$ cat config.mk
export PLATFORM = sky130hd
export DESIGN_NAME = apu_top
export DESIGN_NICKNAME = d
export VERILOG_FILES = /design/src/verilog/apu_pkg.sv /design/src/verilog/apu_regs.sv /design/src/verilog/square_channel.sv /design/src/verilog/noise_channel.sv /design/src/verilog/stereo_mixer.sv /design/src/verilog/apu_top.sv
export SDC_FILE = /design/constraint.sdc
export NUM_CORES = 1
export LEC_CHECK = 0
export BUFFER_PORTS_ARGS = -buffer_cell sky130_fd_sc_hd__buf_4
export CAP_MARGIN = 20
export CORE_MARGIN = 2
export CORE_UTILIZATION = 55
export DETAILED_ROUTE_END_ITERATION = 8
export PLACE_DENSITY = 0.71
export SYNTH_ARGS = -nofsm -noshare
export SYNTH_HDL_FRONTEND = slang
export SYNTH_SLANG_ARGS = --single-unit
$ cat constraint.sdc
create_clock -name system_clock -period 14.4 [get_ports system_clock]
set_input_delay 3.6 -clock system_clock [delete_from_list [all_inputs] [get_ports system_clock]]
set_output_delay 3.6 -clock system_clock [all_outputs]
set_load 0.01 [all_outputs]
$ cat src/verilog/apu_pkg.sv
`default_nettype none

package apu_pkg;

  // Plain widths
  typedef logic signed [23:0] sample_t;
  typedef logic [3:0]         level_t;
  typedef logic [10:0]        freq_t;
  typedef logic [2:0]         master_vol_t;
  typedef logic [7:0]         reg_addr_t;
  typedef logic [7:0]         reg_data_t;

  // Internal counters and accumulators
  typedef logic [11:0]        square_timer_t;
  typedef logic [21:0]        noise_div_t;
  typedef logic [14:0]        lfsr_t;
  typedef logic signed [28:0] mix_acc_t;

  // Register map, low byte of the console address
  localparam reg_addr_t ADDR_NR11 = 8'h11;
  localparam reg_addr_t ADDR_NR12 = 8'h12;
  localparam reg_addr_t ADDR_NR13 = 8'h13;
  localparam reg_addr_t ADDR_NR14 = 8'h14;
  localparam reg_addr_t ADDR_NR42 = 8'h21;
  localparam reg_addr_t ADDR_NR43 = 8'h22;
  localparam reg_addr_t ADDR_NR44 = 8'h23;
  localparam reg_addr_t ADDR_NR50 = 8'h24;
  localparam reg_addr_t ADDR_NR51 = 8'h25;
  localparam reg_addr_t ADDR_NR52 = 8'h26;

  localparam int            SAMPLE_SHIFT = 16;
  localparam square_timer_t FREQ_LIMIT   = 12'd2048;
  localparam lfsr_t         LFSR_SEED    = 15'h7fff;

  // Duty patterns indexed by the NR11 code, bit index is the step
  localparam logic [3:0][7:0] DUTY_TABLE = {
    8'b1111_1100, 8'b1111_0000, 8'b1100_0000, 8'b1000_0000
  };

  // Noise divisor for code 0, and per code step otherwise
  localparam noise_div_t NOISE_DIV_ZERO = 22'd8;
  localparam noise_div_t NOISE_DIV_STEP = 22'd16;

  // NR51 bit positions for the two channels kept
  localparam int ROUTE_SQ_RIGHT    = 0;
  localparam int ROUTE_NOISE_RIGHT = 3;
  localparam int ROUTE_SQ_LEFT     = 4;
  localparam int ROUTE_NOISE_LEFT  = 7;

  localparam int MIX_SHIFT = 3;

  typedef struct packed {
    logic [1:0] duty;
    level_t     volume;
    freq_t      freq;
    logic       enable;
  } square_ctrl_t;

  typedef struct packed {
    level_t     volume;
    logic [3:0] shift;
    logic       short_mode;
    logic [2:0] div_code;
    logic       enable;
  } noise_ctrl_t;

  typedef struct packed {
    logic [7:0]  route;
    master_vol_t vol_left;
    master_vol_t vol_right;
    logic        power;
  } mix_ctrl_t;

endpackage

`default_nettype wire

$ cat src/verilog/apu_regs.sv
`timescale 1ns/100ps
`default_nettype none

module apu_regs (
  input  wire                        system_clock,
  input  wire                        arst_n,
  input  wire                        reg_wr,
  input  wire apu_pkg::reg_addr_t    reg_addr,
  input  wire apu_pkg::reg_data_t    reg_data,
  output apu_pkg::square_ctrl_t      sq_ctrl,
  output apu_pkg::noise_ctrl_t       noise_ctrl,
  output apu_pkg::mix_ctrl_t         mix_ctrl,
  output logic                       sq_trigger,
  output logic                       noise_trigger
);

  logic wr_power_reg;
  logic wr_live;

  // NR52 always reaches the power bit, the rest only while powered
  assign wr_power_reg = reg_wr && (reg_addr == apu_pkg::ADDR_NR52);
  assign wr_live      = reg_wr && mix_ctrl.power && !wr_power_reg;

  always_ff @(posedge system_clock or negedge arst_n) begin
    if (!arst_n) begin
      sq_ctrl       <= '0;
      noise_ctrl    <= '0;
      mix_ctrl      <= '0;
      sq_trigger    <= 1'b0;
      noise_trigger <= 1'b0;
    end else begin
      sq_trigger    <= 1'b0;
      noise_trigger <= 1'b0;

      if (wr_power_reg) begin
        if (!reg_data[7]) begin
          // Power off wipes every register and both enables
          sq_ctrl    <= '0;
          noise_ctrl <= '0;
          mix_ctrl   <= '0;
        end else begin
          mix_ctrl.power <= 1'b1;
        end
      end

      if (wr_live) begin
        case (reg_addr)
          apu_pkg::ADDR_NR11: sq_ctrl.duty <= reg_data[7:6];
          apu_pkg::ADDR_NR12: sq_ctrl.volume <= reg_data[7:4];
          apu_pkg::ADDR_NR13: sq_ctrl.freq[7:0] <= reg_data;
          apu_pkg::ADDR_NR14: begin
            sq_ctrl.freq[10:8] <= reg_data[2:0];
            if (reg_data[7]) begin
              sq_ctrl.enable <= 1'b1;
              sq_trigger     <= 1'b1;
            end
          end
          apu_pkg::ADDR_NR42: noise_ctrl.volume <= reg_data[7:4];
          apu_pkg::ADDR_NR43: begin
            noise_ctrl.shift      <= reg_data[7:4];
            noise_ctrl.short_mode <= reg_data[3];
            noise_ctrl.div_code   <= reg_data[2:0];
          end
          apu_pkg::ADDR_NR44: begin
            if (reg_data[7]) begin
              noise_ctrl.enable <= 1'b1;
              noise_trigger     <= 1'b1;
            end
          end
          apu_pkg::ADDR_NR50: begin
            // Bit 7 is the cartridge input enable, not modelled
            mix_ctrl.vol_left  <= reg_data[6:4];
            mix_ctrl.vol_right <= reg_data[2:0];
          end
          apu_pkg::ADDR_NR51: mix_ctrl.route <= reg_data;
          default: ;
        endcase
      end
    end
  end

endmodule

`default_nettype wire

$ cat src/verilog/square_channel.sv
`timescale 1ns/100ps
`default_nettype none

module square_channel (
  input  wire                           system_clock,
  input  wire                           arst_n,
  input  wire apu_pkg::square_ctrl_t    ctrl,
  input  wire                           trigger,
  output apu_pkg::sample_t              sample
);

  apu_pkg::square_timer_t timer;
  apu_pkg::square_timer_t timer_next;
  apu_pkg::square_timer_t period;
  logic [2:0]             step;
  logic [2:0]             step_next;
  logic [7:0]             duty_bits;
  logic                   level_high;
  apu_pkg::sample_t       magnitude;

  // Timer reload value, one duty step per period
  assign period = apu_pkg::FREQ_LIMIT - apu_pkg::square_timer_t'(ctrl.freq);

  always_comb begin
    timer_next = timer;
    step_next  = step;
    if (trigger) begin
      timer_next = period;
      step_next  = '0;
    end else if (ctrl.enable) begin
      if (timer <= apu_pkg::square_timer_t'(1)) begin
        timer_next = period;
        step_next  = step + 3'd1;
      end else begin
        timer_next = timer - apu_pkg::square_timer_t'(1);
      end
    end
  end

  // Sample is taken from the next step so it lines up with the state
  assign duty_bits  = apu_pkg::DUTY_TABLE[ctrl.duty];
  assign level_high = duty_bits[step_next];
  assign magnitude  = apu_pkg::sample_t'(ctrl.volume) << apu_pkg::SAMPLE_SHIFT;

  always_ff @(posedge system_clock or negedge arst_n) begin
    if (!arst_n) begin
      timer <= '0;
      step  <= '0;
    end else begin
      timer <= timer_next;
      step  <= step_next;
    end
  end

  always_ff @(posedge system_clock or negedge arst_n) begin
    if (!arst_n) begin
      sample <= '0;
    end else if (!ctrl.enable) begin
      sample <= '0;
    end else if (level_high) begin
      sample <= magnitude;
    end else begin
      sample <= -magnitude;
    end
  end

endmodule

`default_nettype wire

$ cat src/verilog/noise_channel.sv
`timescale 1ns/100ps
`default_nettype none

module noise_channel (
  input  wire                          system_clock,
  input  wire                          arst_n,
  input  wire apu_pkg::noise_ctrl_t    ctrl,
  input  wire                          trigger,
  output apu_pkg::sample_t             sample
);

  apu_pkg::noise_div_t divisor;
  apu_pkg::noise_div_t period;
  apu_pkg::noise_div_t count;
  apu_pkg::noise_div_t count_next;
  apu_pkg::lfsr_t      lfsr;
  apu_pkg::lfsr_t      lfsr_next;
  apu_pkg::lfsr_t      lfsr_shifted;
  logic                feedback;
  apu_pkg::sample_t    magnitude;

  // Code 0 divides by 8, any other code by 16 times the code
  assign divisor = (ctrl.div_code == 3'd0) ? apu_pkg::NOISE_DIV_ZERO :
                   apu_pkg::noise_div_t'(ctrl.div_code) * apu_pkg::NOISE_DIV_STEP;
  assign period  = divisor << ctrl.shift;

  always_comb begin
    feedback     = lfsr[0] ^ lfsr[1];
    lfsr_shifted = {feedback, lfsr[14:1]};
    if (ctrl.short_mode) begin
      // 7-bit sequence
      lfsr_shifted[6] = feedback;
    end
  end

  always_comb begin
    count_next = count;
    lfsr_next  = lfsr;
    if (trigger) begin
      count_next = period;
      lfsr_next  = apu_pkg::LFSR_SEED;
    end else if (ctrl.enable) begin
      if (count <= apu_pkg::noise_div_t'(1)) begin
        count_next = period;
        lfsr_next  = lfsr_shifted;
      end else begin
        count_next = count - apu_pkg::noise_div_t'(1);
      end
    end
  end

  assign magnitude = apu_pkg::sample_t'(ctrl.volume) << apu_pkg::SAMPLE_SHIFT;

  always_ff @(posedge system_clock or negedge arst_n) begin
    if (!arst_n) begin
      count <= '0;
      lfsr  <= '0;
    end else begin
      count <= count_next;
      lfsr  <= lfsr_next;
    end
  end

  always_ff @(posedge system_clock or negedge arst_n) begin
    if (!arst_n) begin
      sample <= '0;
    end else if (!ctrl.enable) begin
      sample <= '0;
    end else if (lfsr_next[0]) begin
      sample <= -magnitude;
    end else begin
      sample <= magnitude;
    end
  end

endmodule

`default_nettype wire

$ cat src/verilog/stereo_mixer.sv
`timescale 1ns/100ps
`default_nettype none

module stereo_mixer (
  input  wire                        system_clock,
  input  wire                        arst_n,
  input  wire apu_pkg::mix_ctrl_t    mix_ctrl,
  input  wire apu_pkg::sample_t      sq_sample,
  input  wire apu_pkg::sample_t      noise_sample,
  output apu_pkg::sample_t           output_wave_left,
  output apu_pkg::sample_t           output_wave_right
);

  apu_pkg::sample_t mix_left;
  apu_pkg::sample_t mix_right;

  // Routed sum of one side, scaled by master volume plus one
  function automatic apu_pkg::sample_t mix_side(
    input apu_pkg::sample_t    sq,
    input apu_pkg::sample_t    noise,
    input logic                use_sq,
    input logic                use_noise,
    input apu_pkg::master_vol_t vol
  );
    apu_pkg::mix_acc_t sum;
    apu_pkg::mix_acc_t scale;
    apu_pkg::mix_acc_t product;
    sum = '0;
    if (use_sq) begin
      sum = sum + apu_pkg::mix_acc_t'(sq);
    end
    if (use_noise) begin
      sum = sum + apu_pkg::mix_acc_t'(noise);
    end
    scale   = apu_pkg::mix_acc_t'(vol) + apu_pkg::mix_acc_t'(1);
    // Wide accumulator keeps the full product before the shift
    product = sum * scale;
    return apu_pkg::sample_t'(product >>> apu_pkg::MIX_SHIFT);
  endfunction

  always_comb begin
    mix_left  = mix_side(sq_sample, noise_sample,
                         mix_ctrl.route[apu_pkg::ROUTE_SQ_LEFT],
                         mix_ctrl.route[apu_pkg::ROUTE_NOISE_LEFT],
                         mix_ctrl.vol_left);
    mix_right = mix_side(sq_sample, noise_sample,
                         mix_ctrl.route[apu_pkg::ROUTE_SQ_RIGHT],
                         mix_ctrl.route[apu_pkg::ROUTE_NOISE_RIGHT],
                         mix_ctrl.vol_right);
  end

  always_ff @(posedge system_clock or negedge arst_n) begin
    if (!arst_n) begin
      output_wave_left  <= '0;
      output_wave_right <= '0;
    end else if (!mix_ctrl.power) begin
      output_wave_left  <= '0;
      output_wave_right <= '0;
    end else begin
      output_wave_left  <= mix_left;
      output_wave_right <= mix_right;
    end
  end

endmodule

`default_nettype wire

$ cat src/verilog/apu_top.sv
`timescale 1ns/100ps
`default_nettype none

module apu_top (
  input  wire                        system_clock,
  input  wire                        arst_n,
  input  wire                        reg_wr,
  input  wire apu_pkg::reg_addr_t    reg_addr,
  input  wire apu_pkg::reg_data_t    reg_data,
  output apu_pkg::sample_t           output_wave_left,
  output apu_pkg::sample_t           output_wave_right
);

  apu_pkg::square_ctrl_t sq_ctrl;
  apu_pkg::noise_ctrl_t   noise_ctrl;
  apu_pkg::mix_ctrl_t     mix_ctrl;
  logic                   sq_trigger;
  logic                   noise_trigger;
  apu_pkg::sample_t       sq_sample;
  apu_pkg::sample_t       noise_sample;

  apu_regs u_regs (
    .system_clock  (system_clock),
    .arst_n        (arst_n),
    .reg_wr        (reg_wr),
    .reg_addr      (reg_addr),
    .reg_data      (reg_data),
    .sq_ctrl       (sq_ctrl),
    .noise_ctrl    (noise_ctrl),
    .mix_ctrl      (mix_ctrl),
    .sq_trigger    (sq_trigger),
    .noise_trigger (noise_trigger)
  );

  // Channel 1
  square_channel u_square (
    .system_clock (system_clock),
    .arst_n       (arst_n),
    .ctrl         (sq_ctrl),
    .trigger      (sq_trigger),
    .sample       (sq_sample)
  );

  // Channel 4
  noise_channel u_noise (
    .system_clock (system_clock),
    .arst_n       (arst_n),
    .ctrl         (noise_ctrl),
    .trigger      (noise_trigger),
    .sample       (noise_sample)
  );

  stereo_mixer u_mixer (
    .system_clock      (system_clock),
    .arst_n            (arst_n),
    .mix_ctrl          (mix_ctrl),
    .sq_sample         (sq_sample),
    .noise_sample      (noise_sample),
    .output_wave_left  (output_wave_left),
    .output_wave_right (output_wave_right)
  );

endmodule

`default_nettype wire

======== After elaboration in Yosys (flattened, before gate mapping) ========
Cells that the tools add are included.
W data, S select, Z words.
storage, ports and cells
  bits in registers ....................... 196
  bits of input ports ..................... 19
  output and inout bits ................... 48
  word-level logic and storage cells ...... 115
cells by class
  add/sub/neg operators ................... 10
  $mul .................................... 2
  $lt $le $gt $ge ......................... 4
  eq/ne operators ......................... 10
  shift-type cells ........................ 1
  muxes and demuxes ....................... 54
  bitwise operators ....................... 1
  reductions and logical operators ........ 9
operator list
  operator                  count
  $mux W24                  6
  $mux W29                  4
  $mux W22                  3
  $mux W15                  4
  $add A29 B24 Y29          2
  $mul A29 B29 Y27          2
  $mux W18                  3
  $eq A8 B6 Y1 const B      6
  $neg A20 Y24              2
  $mux W13                  3
  $mux W12                  3
  $eq A8 B5 Y1 const B      4
  $mux W8                   4
  $mux W14                  2
  $le A22 B1 Y1 const B     1
  $shl A22 B4 Y22           1
  $sub A22 B1 Y22 const B   1
  $bmux W8 S2               1
  $le A12 B1 Y1 const B     1
  $mux W3                   4
  $sub A12 B1 Y12 const B   1
  $sub A12 B11 Y12 const A  1
  $mux W1                   11
  $add A3 B1 Y4 const B     2
  other kinds (14)          19

======== Logic depth before layout (Yosys ltp) ========
  depth in word-level cells ............... 8
  depth in mapped cells ................... 24
  mapped depth without buffers ............ 23

======== By module ========
Synthesis repeated with hierarchy kept, for this count alone.
second synthesis, totals
  cell total of the unflattened synthesis .. 2147
  area, all modules ....................... 18071.1 um2
modules (own cells, without submodules)
  module          instances  cells an instance  area each (um2)
  stereo_mixer    1          1488               11631.2
  noise_channel   1          320                2880.3
  apu_regs        1          135                1915.6
  square_channel  1          204                1644.1

======== Least setup slack after synthesis ========
OpenSTA, ideal clock, no wires.
  path kind ............................... reg2reg
  start ................................... register, netlist name u_regs.mix_ctrl[7]
  end ..................................... register u_mixer.output_wave_right[23]
  data arrival time ....................... 5.063 ns
  slack ................................... 9.257 ns
  cell stages (with the launch flop) ...... 24
  buffers on the path ..................... 1
  clock period less this slack ............ 5.143 ns
  path through ............................ dfrtp_1 > clkbuf_1 > and2_1 > ha_1 > inv_1 > fa_1 > nand2b_1 > or2_2 > and3b_1 > a21boi_0 > o21ai_0 > a31o_2 > nor2b_1 > ha_1 > fa_1 > inv_1 > fa_1 > inv_1 > ha_1 > or3_1 > o21ai_0 > a21oi_1 > xor2_1 > mux2i_1
on the way
  cells in the longest elaborated chain, start to end .. 5
ends and longest elaborated chain
  element                 RTL line            RTL
  $mux W29 (*)            stereo_mixer.sv:29  if (use_sq) begin
  $add A29 B24 Y29        stereo_mixer.sv:33  sum = sum + apu_pkg::mix_acc_t'(noise);
  $mux W29 (*)            stereo_mixer.sv:32  if (use_noise) begin
  $mul A29 B29 Y27 (*)    stereo_mixer.sv:37  product = sum * scale;
  $mux W24 (*)            stereo_mixer.sv:56  end else if (!mix_ctrl.power) begin
  end signal: assignment  stereo_mixer.sv:61  output_wave_right <= mix_right;
  end: declaration        stereo_mixer.sv:11  output apu_pkg::sample_t output_wave_right
Every way passes the cells marked *; elsewhere a longest branch is shown, timed or not.
A chain may end at the register's enable or synchronous reset.

======== Final worst setup path ========
  start ................................... register, netlist name u_regs.mix_ctrl[11]
  end ..................................... register u_mixer.output_wave_left[23]
on the way
  cells in the longest elaborated chain, start to end .. 5
ends and longest elaborated chain
  element                 RTL line            RTL
  $mux W29 (*)            stereo_mixer.sv:29
  $add A29 B24 Y29        stereo_mixer.sv:33
  $mux W29 (*)            stereo_mixer.sv:32
  $mul A29 B29 Y27 (*)    stereo_mixer.sv:37
  $mux W24 (*)            stereo_mixer.sv:56
  end signal: assignment  stereo_mixer.sv:60  output_wave_left <= mix_left;
  end: declaration        stereo_mixer.sv:10  output apu_pkg::sample_t output_wave_left,
Marks and branches as above.

==> flow_metrics.tcl <==
set metrics [dict create \
    p_total_w 0.0009418 \
    drive_gt1_frac 0.09329 \
    routed_via_density 5.569 \
    grt_use_total 0.2312 \
    critPathMaxStageDelay_ns 0.53 \
    dpl_cell_area_sq_um 10040 \
    rows 48 \
    synthArstFlopShare 1.000 \
    comb_power_share 0.092 \
    io_buffers 40 \
    die_area_sq_um 18810 \
    antenna_found_initial 0 \
    postRouteAntennaNets 0 \
    synth_edf_count 0 \
    cts_resized 0 \
    synth-seq-cells 132 \
    tns_ns 0 \
    drt-total-wl_microns 20180 \
    dpl.hpwl_microns 14630 \
    layout_commonest_cell "dfrtp_1" \
    worstSetupPathType "reg -> reg" \
    finalSetupViolations 0 \
    first_pass_iters 7 \
    status "finished clean" \
    clk_latency_ns 0.43 \
    p_clk_frac 0.507 \
    cp.arrival_ns 5.92 \
    synthToLayoutAreaGrowth_pct 9.805 \
    cp-start-kind "flip-flop" \
    cts_tree "yes" \
    vias 7640 \
    post-cts-setup-buffer-count 0 \
    grt_first_pass_wirelength_microns 34600 \
    fin_crit_ns 5.611 \
    diodes 0 \
    max_freq_mhz 178.2 \
    p_seq_frac 0.401 \
    grt_pass1_vias 7251 \
    cts.sinks 132 \
    clock_skew_ns 0.007727 \
    synth_warnings 0 \
    grt_max_degree 71 \
    finalMaxSlewViolations 0 \
    slowest_stage "fa_1" \
    cap_violations 0 \
    netlist_area_sq_um 9749 \
    ys_seq_area_frac 0.3388 \
    ys_types 75 \
    wl_per_cell_microns 14.71 \
    avgSynthCellArea_sq_um 8.689 \
    root_buffer "clkbuf_16" \
    synth_top_area_share 0.3388 \
    core_sq_um 17300 \
    cts_buffers 17 \
    hold_path_class "reg -> reg" \
    tightest_slew_ns 0.9744 \
    ctsHtreeMaxLevel 4 \
    report.final.hold_viol_count 0 \
    path_cells "and2_1, ha_1, inv_1, fa_1, o21a_1, o32ai_1, o21ai_0, nand3b_1, o21ai_0, a21oi_1, nor2_1, ha_1, fa_1, inv_1, fa_1, inv_1, ha_1, or2_2, a21oi_1, a21oi_1, xnor2_1, xor2_1, and2_1" \
    final_nets 1243 \
    start_util 0.5637 \
    netlist_instances 1122 \
    final_util 0.6189 \
    clk_pin_slew_worst_paths_ns 0.06 \
    path_max_fanout 11 \
    power.density_nw_per_um2 87.98 \
    max-slew-margin-rel 0.3497 \
    synthFlopType "dfrtp_1" \
    p_int_w 0.0007045 \
    die_y_microns 137.1 \
    cts_max_path_buffers 2 \
    drc 0 \
    rsz0062_at_grt "false" \
    swShare 0.2520 \
    required_ns 14.71 \
    yosysTopAreaCell "dfrtp_1" \
    grt-ovfl-total 0 \
    fin_ws_ns 8.789 \
    die_w_microns 137.1 \
    hold_buffers 0 \
    finalInstanceArea_sq_um 10710 \
    p_leak_nw 5.279 \
    end_kind "flip-flop" \
    layout_common_cells "dfrtp_1, nor2_1, inv_1, nand2_1, o21ai_0" \
    period_share 0.3896 \
    switchingPower_w 0.0002373 \
    netlist_top_cells_area "dfrtp_1, ha_1, fa_1, nor2_1, o21ai_0" \
    place_ws_ns 8.771 \
    ir_worst_vdd_uv 87.31 \
    drt_iter0_markers 496 \
    ios 67 \
    place_congestion 0.8767 \
]
==> path summary, 6_finish.rpt <==
kind / start / to / slack (ns) / cells after the start
max in group asynchronous: arst_n / u_noise.count[2] / 9.95 / 2
setup reg to reg: u_regs.mix_ctrl[11] / u_mixer.output_wave_left[23] / 8.79 / 23
hold reg to reg: u_noise.lfsr[11] / u_noise.lfsr[10] / 0.48 / 1
hold / removal: u_noise.lfsr[11] / u_noise.lfsr[10] / 0.48 / 1
setup / recovery: u_regs.mix_ctrl[11] / u_mixer.output_wave_left[23] / 8.79 / 23
min in group asynchronous: arst_n / u_mixer.output_wave_right[20] / 3.16 / 1
==> metrics by stage <==
stage / hold WS, ns / cells
global route: 0.5059 / 1372
finish: 0.4815 / 1372
detailed placement: 0.4629 / 1339
floorplan: 0.4389 / 1147
CTS: 0.4861 / 1371
global placement: 0.4577 / 1339
==> final cells by class <==
| type | instances | area (sq um) |
|---|---|---|
| inverters | 94 | 352.8 |
| clock buffers | 19 | 452.9 |
| well taps | 225 | 281.5 |
| fillers | 1529 | 6591 |
| clock inverters | 13 | 193.9 |
| repair buffers | 43 | 334.1 |
| multi-input cells | 846 | 5787 |
| flip-flops and latches | 132 | 3303 |
==> kinds of logic after synthesis <==
| group | count (synthesis) | share of synthesized area |
|---|---|---|
| adder cells (fa/ha/maj) | 91 | 0.1398 |
| other | 1 | 0.0003846 |
| multiplexers | 17 | 0.01822 |
| AND/OR/NAND/NOR | 411 | 0.2121 |
| buffers and inverters | 169 | 0.07751 |
| XOR/XNOR | 49 | 0.04620 |
| flip-flops | 132 | 0.3388 |
| AO/OA/AOI/OAI | 252 | 0.1670 |
==> registers in the layout, summed over array words and instances, names as in the netlist <==
register,cells
u_mixer.output_wave_left,11
u_mixer.output_wave_right,11
u_noise.count,22
u_noise.lfsr,15
u_noise.sample,7
u_regs.mix_ctrl,11
u_regs.noise_ctrl,13
u_regs.noise_trigger,1
u_regs.sq_ctrl,18
u_regs.sq_trigger,1
u_square.sample,7
u_square.step,3
u_square.timer,12
==> cells in the mapped netlist (6+ instances only) <==
cell      instances
nand2_1          91
inv_1            93
nand2b_1         18
mux2_2            6
and2_1           32
a211o_1          15
nor2_1          113
nor3_1           36
buf_2            10
a31oi_1           9
and3_1            9
nor2b_1          34
a22o_1           18
xor2_1           17
a21oi_1          68
or2_2            11
mux2i_1          11
ha_1             60
a21o_1            9
nor3b_1          10
o21a_1            6
nor4_1            8
clkbuf_1         37
dfrtp_1         132
buf_4            27
o21ai_0          76
or3_1             6
xnor2_1          30
nand3_1          23
fa_1             30
==> power groups by stage <==
stage,Clock [W],Sequential [W],Combinational (W)
floorplan,0,0.000383,0.0000660
global placement,0,0.000384,0.0000831
detailed placement,0,0.000384,0.0000838
CTS,0.000485,0.000378,0.0000841
global route,0.000502,0.000378,0.0000985
finish,0.000477,0.000378,0.0000870
==> critical path: cells and delay by family, from the launching register on <==
family / cells / cell delay, ns
AOI/OAI and AO/OA: 7 / 1.36
xor gates and xnor gates: 2 / 0.27
adders and majority gates: 6 / 2.32
buffers and inverters: 3 / 0.15
DFF: 1 / 0.51
and+or+nand+nor: 5 / 0.87
==> metal layers <==
layer	GRT usage	vias up	part of all wire
li1	-	3804	-
met5	0	-	0
met1	0.3159	3659	0.47
met4	0.05785	0	0.012
met3	0.04037	24	0.039
met2	0.3817	153	0.48
Note: power is estimated with default switching activity, not from simulation.
